`src/hdl/core_params.svh`:
```
`ifndef CORE_PARAMS_SVH
`define CORE_PARAMS_SVH

// data and address width
`define CORE_XLEN 32

// register index width, 32 registers
`define CORE_REG_ADDR_W 5

// first fetch address
`define CORE_RESET_PC 32'h0000_0000

`endif
```
`src/hdl/pipe_pkg.sv`:
```
package pipe_pkg;

	// operation carried from decode into execute
	typedef enum logic [2:0] {
		alu_add = 3'd0,
		alu_sub = 3'd1,
		alu_and = 3'd2,
		alu_or  = 3'd3,
		alu_xor = 3'd4,
		alu_slt = 3'd5
	} alu_op_e;

	// what ends up in rd
	typedef enum logic [1:0] {
		wb_alu  = 2'd0,
		wb_load = 2'd1,
		wb_link = 2'd2
	} wb_src_e;

endpackage

```
`src/hdl/isa_pkg.sv`:
```
`include "core_params.svh"

package isa_pkg;

	typedef logic [`CORE_XLEN-1:0] word_t;
	typedef logic [`CORE_REG_ADDR_W-1:0] reg_addr_t;

	// major opcodes of the supported subset
	typedef enum logic [6:0] {
		opc_op     = 7'b0110011,
		opc_op_imm = 7'b0010011,
		opc_load   = 7'b0000011,
		opc_store  = 7'b0100011,
		opc_branch = 7'b1100011,
		opc_jal    = 7'b1101111
	} opcode_e;

	// lw and sw also carry 3'b010 here
	typedef enum logic [2:0] {
		f3_add = 3'b000,
		f3_slt = 3'b010,
		f3_xor = 3'b100,
		f3_or  = 3'b110,
		f3_and = 3'b111
	} funct3_e;

	// beq shares its encoding with add
	localparam funct3_e f3_beq = f3_add;

	// R format view, the other formats reuse opcode, rd, funct3 and rs1
	typedef struct packed {
		logic [6:0] funct7;
		reg_addr_t  rs2;
		reg_addr_t  rs1;
		funct3_e    funct3;
		reg_addr_t  rd;
		opcode_e    opcode;
	} r_fields_t;

endpackage

```
`src/hdl/riscv_core.sv`:
```
`timescale 1ns/1ps

module riscv_core import isa_pkg::*, pipe_pkg::*; (
	input  logic  clock,
	input  logic  reset,
	output word_t pc,
	input  word_t instr,
	output word_t mem_addr,
	output word_t mem_wdata,
	output logic  mem_read,
	output logic  mem_write,
	input  word_t mem_rdata
);

	// fetch redirect and hold
	logic      stall;
	logic      jump_taken;
	word_t     jump_target;
	logic      branch_taken;
	word_t     branch_target;

	// decode to execute
	word_t     id_pc;
	word_t     id_rs1_val;
	word_t     id_rs2_val;
	word_t     id_imm;
	reg_addr_t id_rs1;
	reg_addr_t id_rs2;
	reg_addr_t id_rd;
	alu_op_e   id_alu_op;
	logic      id_use_imm;
	logic      id_branch;
	logic      id_reg_write;
	logic      id_mem_read;
	logic      id_mem_write;
	wb_src_e   id_wb_src;

	// execute to memory
	reg_addr_t ex_rd;
	logic      ex_mem_read;
	word_t     ex_result;
	word_t     ex_store_data;
	logic      ex_reg_write;
	logic      ex_mem_write;
	wb_src_e   ex_wb_src;

	// writeback back to the register file and forwarding
	reg_addr_t wb_rd;
	logic      wb_en;
	word_t     wb_data;

	fetch_unit u_fetch (.*);

	decode_stage u_decode (.*);

	execute_stage u_execute (.*);

	result_stage u_result (.*);

endmodule

```
`src/hdl/result_stage.sv`:
```
`timescale 1ns/1ps

module result_stage import isa_pkg::*, pipe_pkg::*; (
	input  logic      clock,
	input  logic      reset,
	input  reg_addr_t ex_rd,
	input  logic      ex_mem_read,
	input  word_t     ex_result,
	input  word_t     ex_store_data,
	input  logic      ex_reg_write,
	input  logic      ex_mem_write,
	input  wb_src_e   ex_wb_src,
	input  word_t     mem_rdata,
	output word_t     mem_addr,
	output word_t     mem_wdata,
	output logic      mem_read,
	output logic      mem_write,
	output reg_addr_t wb_rd,
	output logic      wb_en,
	output word_t     wb_data
);

	word_t   wb_result;
	wb_src_e wb_sel;

	// word accesses only, the address is the ALU sum
	assign mem_addr = ex_result;
	assign mem_wdata = ex_store_data;
	assign mem_read = ex_mem_read;
	assign mem_write = ex_mem_write;

	always_ff @(posedge clock or negedge reset) begin
		if (!reset) begin
			wb_en <= 1'b0;
		end else begin
			wb_en <= ex_reg_write;
		end
	end

	always_ff @(posedge clock) begin
		wb_rd <= ex_rd;
		wb_result <= ex_result;
		wb_sel <= ex_wb_src;
	end

	// load data arrives the cycle after the read strobe
	assign wb_data = (wb_sel == wb_load) ? mem_rdata : wb_result;

endmodule

```
`src/hdl/execute_stage.sv`:
```
`timescale 1ns/1ps

module execute_stage import isa_pkg::*, pipe_pkg::*; (
	input  logic      clock,
	input  logic      reset,
	input  word_t     id_pc,
	input  word_t     id_rs1_val,
	input  word_t     id_rs2_val,
	input  word_t     id_imm,
	input  reg_addr_t id_rs1,
	input  reg_addr_t id_rs2,
	input  reg_addr_t id_rd,
	input  alu_op_e   id_alu_op,
	input  logic      id_use_imm,
	input  logic      id_branch,
	input  logic      id_reg_write,
	input  logic      id_mem_read,
	input  logic      id_mem_write,
	input  wb_src_e   id_wb_src,
	input  reg_addr_t wb_rd,
	input  logic      wb_en,
	input  word_t     wb_data,
	output logic      branch_taken,
	output word_t     branch_target,
	output reg_addr_t ex_rd,
	output logic      ex_mem_read,
	output word_t     ex_result,
	output word_t     ex_store_data,
	output logic      ex_reg_write,
	output logic      ex_mem_write,
	output wb_src_e   ex_wb_src
);

	word_t op_a;
	word_t op_b_reg;
	word_t op_b;
	word_t alu_out;
	word_t result;

	// youngest producer first, the memory stage before writeback
	function automatic word_t forward(reg_addr_t rs, word_t reg_val);
		if (ex_reg_write && ex_rd != '0 && ex_rd == rs) begin
			return ex_result;
		end else if (wb_en && wb_rd != '0 && wb_rd == rs) begin
			return wb_data;
		end
		return reg_val;
	endfunction

	always_comb begin
		op_a = forward(id_rs1, id_rs1_val);
		op_b_reg = forward(id_rs2, id_rs2_val);
	end

	assign op_b = id_use_imm ? id_imm : op_b_reg;

	always_comb begin
		case (id_alu_op)
			alu_sub: alu_out = op_a - op_b;
			alu_and: alu_out = op_a & op_b;
			alu_or:  alu_out = op_a | op_b;
			alu_xor: alu_out = op_a ^ op_b;
			alu_slt: alu_out = word_t'($signed(op_a) < $signed(op_b));
			default: alu_out = op_a + op_b;
		endcase
	end

	// jal writes its return address
	assign result = (id_wb_src == wb_link) ? id_pc + word_t'(4) : alu_out;

	// beq only
	assign branch_taken = id_branch && (op_a == op_b_reg);
	assign branch_target = id_pc + id_imm;

	always_ff @(posedge clock or negedge reset) begin
		if (!reset) begin
			ex_reg_write <= 1'b0;
			ex_mem_read <= 1'b0;
			ex_mem_write <= 1'b0;
		end else begin
			ex_reg_write <= id_reg_write;
			ex_mem_read <= id_mem_read;
			ex_mem_write <= id_mem_write;
		end
	end

	always_ff @(posedge clock) begin
		ex_rd <= id_rd;
		ex_result <= result;
		ex_store_data <= op_b_reg;
		ex_wb_src <= id_wb_src;
	end

endmodule

```
`src/hdl/decode_stage.sv`:
```
`timescale 1ns/1ps
`include "core_params.svh"

module decode_stage import isa_pkg::*, pipe_pkg::*; (
	input  logic      clock,
	input  logic      reset,
	input  word_t     instr,
	input  word_t     pc,
	input  logic      branch_taken,
	input  reg_addr_t wb_rd,
	input  logic      wb_en,
	input  word_t     wb_data,
	output logic      stall,
	output logic      jump_taken,
	output word_t     jump_target,
	output word_t     id_pc,
	output word_t     id_rs1_val,
	output word_t     id_rs2_val,
	output word_t     id_imm,
	output reg_addr_t id_rs1,
	output reg_addr_t id_rs2,
	output reg_addr_t id_rd,
	output alu_op_e   id_alu_op,
	output logic      id_use_imm,
	output logic      id_branch,
	output logic      id_reg_write,
	output logic      id_mem_read,
	output logic      id_mem_write,
	output wb_src_e   id_wb_src
);

	localparam int reg_count = 1 << `CORE_REG_ADDR_W;

	word_t     if_pc;
	word_t     if_instr;
	logic      if_valid;
	r_fields_t f;
	word_t     imm_i;
	word_t     imm_s;
	word_t     imm_b;
	word_t     imm_j;
	word_t     imm;
	alu_op_e   alu_op;
	wb_src_e   wb_src;
	logic      use_imm;
	logic      is_branch;
	logic      is_jal;
	logic      reg_write;
	logic      mem_read;
	logic      mem_write;
	logic      use_rs1;
	logic      use_rs2;
	word_t     rs1_val;
	word_t     rs2_val;
	word_t     regs [0:reg_count-1];

	function automatic alu_op_e alu_from_funct3(funct3_e f3, logic sub);
		case (f3)
			f3_add:  return sub ? alu_sub : alu_add;
			f3_slt:  return alu_slt;
			f3_xor:  return alu_xor;
			f3_or:   return alu_or;
			f3_and:  return alu_and;
			default: return alu_add;
		endcase
	endfunction

	// x0 reads zero and a same-cycle writeback wins over the array
	function automatic word_t read_reg(reg_addr_t a);
		if (a == '0) begin
			return '0;
		end else if (wb_en && wb_rd == a) begin
			return wb_data;
		end
		return regs[a];
	endfunction

	// fetch/decode register is emptied on any redirect
	always_ff @(posedge clock or negedge reset) begin
		if (!reset) begin
			if_valid <= 1'b0;
		end else if (branch_taken || jump_taken) begin
			if_valid <= 1'b0;
		end else if (!stall) begin
			if_valid <= 1'b1;
		end
	end

	always_ff @(posedge clock) begin
		if (!stall) begin
			if_pc <= pc;
			if_instr <= instr;
		end
	end

	assign f = r_fields_t'(if_instr);
	assign imm_i = {{20{if_instr[31]}}, if_instr[31:20]};
	assign imm_s = {{20{if_instr[31]}}, if_instr[31:25], if_instr[11:7]};
	assign imm_b = {{19{if_instr[31]}}, if_instr[31], if_instr[7], if_instr[30:25],
		if_instr[11:8], 1'b0};
	assign imm_j = {{11{if_instr[31]}}, if_instr[31], if_instr[19:12], if_instr[20],
		if_instr[30:21], 1'b0};

	always_comb begin
		alu_op = alu_add;
		wb_src = wb_alu;
		imm = imm_i;
		use_imm = 1'b0;
		is_branch = 1'b0;
		is_jal = 1'b0;
		reg_write = 1'b0;
		mem_read = 1'b0;
		mem_write = 1'b0;
		use_rs1 = 1'b0;
		use_rs2 = 1'b0;
		case (f.opcode)
			opc_op: begin
				alu_op = alu_from_funct3(f.funct3, f.funct7[5]);
				reg_write = 1'b1;
				use_rs1 = 1'b1;
				use_rs2 = 1'b1;
			end
			opc_op_imm: begin
				// no subi in the ISA
				alu_op = alu_from_funct3(f.funct3, 1'b0);
				use_imm = 1'b1;
				reg_write = 1'b1;
				use_rs1 = 1'b1;
			end
			opc_load: begin
				use_imm = 1'b1;
				reg_write = 1'b1;
				mem_read = 1'b1;
				wb_src = wb_load;
				use_rs1 = 1'b1;
			end
			opc_store: begin
				imm = imm_s;
				use_imm = 1'b1;
				mem_write = 1'b1;
				use_rs1 = 1'b1;
				use_rs2 = 1'b1;
			end
			opc_branch: begin
				imm = imm_b;
				is_branch = (f.funct3 == f3_beq);
				use_rs1 = 1'b1;
				use_rs2 = 1'b1;
			end
			opc_jal: begin
				imm = imm_j;
				is_jal = 1'b1;
				reg_write = 1'b1;
				wb_src = wb_link;
			end
			default: begin
			end
		endcase
	end

	// load in execute feeding the instruction in decode
	assign stall = if_valid && id_mem_read && id_rd != '0 &&
		((use_rs1 && f.rs1 == id_rd) || (use_rs2 && f.rs2 == id_rd));

	assign jump_taken = if_valid && is_jal;
	assign jump_target = if_pc + imm_j;

	always_comb begin
		rs1_val = read_reg(f.rs1);
		rs2_val = read_reg(f.rs2);
	end

	always_ff @(posedge clock) begin
		if (wb_en && wb_rd != '0) begin
			regs[wb_rd] <= wb_data;
		end
	end

	// decode/execute register takes a bubble on stall, flush or empty slot
	always_ff @(posedge clock or negedge reset) begin
		if (!reset) begin
			id_branch <= 1'b0;
			id_reg_write <= 1'b0;
			id_mem_read <= 1'b0;
			id_mem_write <= 1'b0;
		end else if (branch_taken || stall || !if_valid) begin
			id_branch <= 1'b0;
			id_reg_write <= 1'b0;
			id_mem_read <= 1'b0;
			id_mem_write <= 1'b0;
		end else begin
			id_branch <= is_branch;
			id_reg_write <= reg_write;
			id_mem_read <= mem_read;
			id_mem_write <= mem_write;
		end
	end

	always_ff @(posedge clock) begin
		id_pc <= if_pc;
		id_rs1_val <= rs1_val;
		id_rs2_val <= rs2_val;
		id_imm <= imm;
		id_rs1 <= f.rs1;
		id_rs2 <= f.rs2;
		id_rd <= f.rd;
		id_alu_op <= alu_op;
		id_use_imm <= use_imm;
		id_wb_src <= wb_src;
	end

endmodule

```
`src/hdl/fetch_unit.sv`:
```
`timescale 1ns/1ps
`include "core_params.svh"

module fetch_unit import isa_pkg::*; (
	input  logic  clock,
	input  logic  reset,
	input  logic  stall,
	input  logic  jump_taken,
	input  word_t jump_target,
	input  logic  branch_taken,
	input  word_t branch_target,
	output word_t pc
);

	word_t pc_next;

	// a branch resolved in execute is older than a jal in decode
	always_comb begin
		if (branch_taken) begin
			pc_next = branch_target;
		end else if (jump_taken) begin
			pc_next = jump_target;
		end else if (stall) begin
			pc_next = pc;
		end else begin
			pc_next = pc + word_t'(4);
		end
	end

	always_ff @(posedge clock or negedge reset) begin
		if (!reset) begin
			pc <= `CORE_RESET_PC;
		end else begin
			pc <= pc_next;
		end
	end

endmodule

```
`config.mk`:
```
export PLATFORM = sky130hd
export DESIGN_NAME = riscv_core
export DESIGN_NICKNAME = d
export VERILOG_FILES = /design/src/hdl/pipe_pkg.sv /design/src/hdl/isa_pkg.sv /design/src/hdl/riscv_core.sv /design/src/hdl/result_stage.sv /design/src/hdl/execute_stage.sv /design/src/hdl/decode_stage.sv /design/src/hdl/fetch_unit.sv
export VERILOG_INCLUDE_DIRS = /design/src /design/src/hdl
export SDC_FILE = /design/constraint.sdc
export NUM_CORES = 2
export LEC_CHECK = 0
export BUFFER_PORTS_ARGS = -buffer_cell sky130_fd_sc_hd__buf_2
export CAP_MARGIN = 5
export CORE_AREA = 2 2 391 393
export CTS_CLUSTER_SIZE = 12
export DETAILED_ROUTE_END_ITERATION = 7
export DIE_AREA = 0 0 393 395
export PLACE_DENSITY_LB_ADDON = 0.05
export SETUP_SLACK_MARGIN = 0.15
export SYNTH_ARGS = -nofsm -noshare
export SYNTH_HDL_FRONTEND = slang
export SYNTH_HIERARCHICAL = 1
export SYNTH_SLANG_ARGS = --single-unit
export TNS_END_PERCENT = 100
```
`constraint.sdc`:
```
create_clock -name clock -period 5.8 [get_ports clock]
set_input_delay 1.16 -clock clock [delete_from_list [all_inputs] [get_ports clock]]
set_output_delay 1.16 -clock clock [all_outputs]
set_load 0.01 [all_outputs]
```
==> results.cfg <==
[status]
status = complete, no violations

[sta]
fin_tns_setup_ns = 0
rsz0062_at_grt = no
hold_violations = 0
post-route-min-period_ns = 5.343
finalCritPeriodShare_pct = 92.13
fmax_ghz = 0.1871
worstMarginPinSlew_ns = 1.376
slew_headroom_pct = 7.469
maxSlewViolCount = 0
skew_ns = 0.04845
final.setup.worst_slack_ns = 0.4566
setup_viol_count_final = 0

[clocking]
cts_htree_levels = 4
root_buffer = clkbuf_16
clk_pin_slew_ns = 0.06
cts_buffers = 156
cts.sinks = 1387
clk_latency_ns = 0.79
cts_buffer_depth = 3
cts_tree = done

[global_route]
grt.total_usage_pct = 30.04
grt_pass1_wl_mm = 330.2
grt_start_max_net_pins = 65
grtUsageMet2_pct = 48.05
gr-usage-met3_pct = 4.705
antenna_found_initial = 17
grt-ovfl-total = 0
busiest_layer = met2
use_met1_pct = 42.60
grt_pass1_vias = 44080

[placement]
port_buffers = 163
post-place-ws_ns = 0.2043
dp.final_hpwl_mm = 151.7
placed_cell_area_um2 = 73860
place.gp.congestion = 0.9685

[logic_synthesis]
synthArstFlopShare_pct = 2.956
synth_flop_cell = edfxtp_1
synth_edf_count = 1088
yosysWarningCount = 6
postSynthAreaPerCell_um2 = 14.68
synth_cells = 4808
syn_area_um2 = 70580
ys_seq_area_share_pct = 55.06
yosys.cell_types.count = 113
ys_ff_latch = 1387

[floorplanning]
io_pins = 164
fp-row-count = 143
initial_core_util_pct = 46.68
fp.dieArea_um2 = 155200
core_area_um2 = 151200
die_h_um = 395
die_w_um = 393

[pwr]
p_sw_w = 0.009130
p_seq_share_pct = 45.2
pwr-share-comb_pct = 22.1
peakVddDrop_mv = 0.3050
swShare_pct = 31.20
p_int_w = 0.02013
leakage_nw = 26.83
power_density_nw_per_um2 = 371.3
pwr-share-clk_pct = 32.7

[detailed_routing]
wl_per_cell_um = 32.93
firstDrtPassIters = 6
ant_nets = 0
initialDrtViolationCount = 4931
drcViolationCount = 0
vias = 45090
wl_mm = 233.8
viasPerCell = 6.348

[critical_path]
critical_path_arrival_ns = 5.99
path_class = register to register
cp_max_fo = 21
required_ns = 6.45
crit_path_end_kind = register
worst_setup_path_start_kind = register

[final_layout]
seqCellArea_um2 = 38900
n_fill_cell = 12640
multi_input_area_um2 = 29690
syn_to_final_growth_pct = 11.66
final_layout_size_suffix_gt1_share_pct = 26.81
finalInstanceArea_um2 = 78810
nNetsFinal = 5166
final_util_pct = 52.12

[flow_run]
maxCapViolCount = 0

[hold_path]
hold_path.class = register to register
==> cells in the mapped netlist, drive strengths merged, types with 21 or more instances <==
cell type  number  area, um^2
dfrtp          41        1026
clkbuf        196       747.0
edfxtp       1088       32670
o31ai          52       390.4
mux4          575       12950
nor4           21       143.9
o22ai          50       312.8
a21o           44       330.3
buf           183        1230
xor2           71       621.9
nand2b         31       193.9
ha            159        1989
dfxtp         258        5165
inv           131       491.7
nor3           48       250.2
a31oi          21       131.4
o21bai         22       165.2
a21oi         243        1220
xnor2         125        1095
nand3          57       290.3
nand4          37       231.5
nand2         273        1025
a211oi         56       420.4
nor2b          56       357.8
o21ai         214        1086
nor2          232       873.3
mux2i         141        1411
mux2          145        1745
==> registers in the layout, indices dropped and copies added, names as in the netlist, 21 cells and up, named ones only <==
name                     cells
u_decode/id_imm             21
u_decode/id_rs2_val         32
u_execute/ex_store_data     32
u_decode/if_pc              32
u_fetch/pc                  32
u_result/wb_result          32
u_decode/regs             1024
u_decode/id_rs1_val         32
u_execute/ex_result         32
u_decode/id_pc              32
u_decode/f                  32
==> worst max-delay path, cell delays in order (launching register included) <==
cell	delay [ns]
dfxtp_1	0.44
or4_1	0.57
o21ai_2	0.25
nor3_4	0.09
buf_12	0.18
mux2i_1	0.14
o21ai_1	0.26
mux2_2	0.24
ha_1	0.19
inv_1	0.07
fa_1	0.48
nand2b_1	0.13
a221oi_1	0.12
nor3_1	0.18
o211a_1	0.22
nand4b_1	0.21
a31oi_2	0.29
o31ai_1	0.15
buf_4	0.16
a221oi_1	0.41
mux2i_1	0.26
a32oi_1	0.14
==> layer usage <==
metal  vias up  share of wire [%]
met1     23590                 42
met4         6                3.0
met2      1948                 48
li1      19170                  -
met3       376                7.7
met5         -              0.020
==> power groups by stage <==
stage                     registers [W]  logic (W)  clock network, W
after floorplan                  0.0129    0.00441                 0
after CTS                        0.0132    0.00641           0.00973
after global routing             0.0133    0.00698            0.0101
final                            0.0132    0.00648           0.00956
after detailed placement         0.0134    0.00637                 0
after global placement           0.0134    0.00637                 0
==> final cells by class <==
| cell class | count | area share [%] |
|---|---|---|
| Antenna cell | 3 | 0.009526 |
| Sequential cell | 1387 | 49.36 |
| Clock buffer | 224 | 5.617 |
| Clock inverter | 66 | 0.6287 |
| Inverter | 132 | 0.6287 |
| Timing Repair Buffer | 319 | 2.855 |
| Multi-Input combinational cell | 2941 | 37.68 |
| Tap cell | 2030 | 3.223 |
==> layout by cell type (no fill, tap or decap), types with 107 or more instances in the layout <==
| cell | netlist | final |
|---|---|---|
| mux4_2 | 575 | 575 |
| mux2_2 | 107 | 107 |
| mux2i_1 | 141 | 141 |
| dfxtp_1 | 258 | 245 |
| a21oi_1 | 242 | 242 |
| buf_4 | 93 | 135 |
| nor2_1 | 231 | 199 |
| ha_1 | 159 | 159 |
| xnor2_1 | 125 | 125 |
| inv_1 | 128 | 127 |
| clkbuf_16 | 0 | 162 |
| buf_2 | 62 | 163 |
| nand2_1 | 273 | 272 |
| edfxtp_1 | 1088 | 1088 |
| o21ai_0 | 170 | 168 |
==> stage by stage <==
step	total power, W	hold WS (ns)	cells
finish	0.02926	0.3361	7102
global route	0.03037	0.3405	7099
floorplan	0.01735	0.3096	4839
global placement	0.01980	0.3160	6808
detailed placement	0.01981	0.3213	6808
CTS	0.02937	0.3355	7098
==> kinds of logic after synthesis <==
logic type                 synth area share (%)
and+or+nand+nor                           5.522
AOI/OAI and AO/OA                         7.722
DFF                                       55.06
adders and majority gates                 2.932
muxes                                     22.82
buffers and inverters                     3.503
other                                  0.005313
xor gates and xnor gates                  2.432
==> what timing repair did <==
action                     4_1_cts  5_1_grt
gates resized for setup          0        3
buffers inserted                 0        1
hold buffers                     0        0
setup endpoints to repair        0       13
==> worst paths after layout <==
path | end | cells past startpoint | startpoint | slack (ns)
worst max-delay path | u_execute/ex_result[30]$_DFF_P_ | 21 | u_result/wb_rd[2]$_DFF_P_ | 0.46
worst min-delay path | u_result/wb_sel[1]$_DFF_P_ | 0 | u_execute/ex_wb_src[1]$_DFF_P_ | 0.34
worst max register to register | u_execute/ex_result[30]$_DFF_P_ | 21 | u_result/wb_rd[2]$_DFF_P_ | 0.46
worst min register to register | u_result/wb_sel[1]$_DFF_P_ | 0 | u_execute/ex_wb_src[1]$_DFF_P_ | 0.34
max in group asynchronous | u_fetch/pc[28]$_DFFE_PN0P_ | 2 | reset | 4.89
min in group asynchronous | u_fetch/pc[2]$_DFFE_PN0P_ | 2 | reset | 0.48
Power figures use the tool's default switching activity.
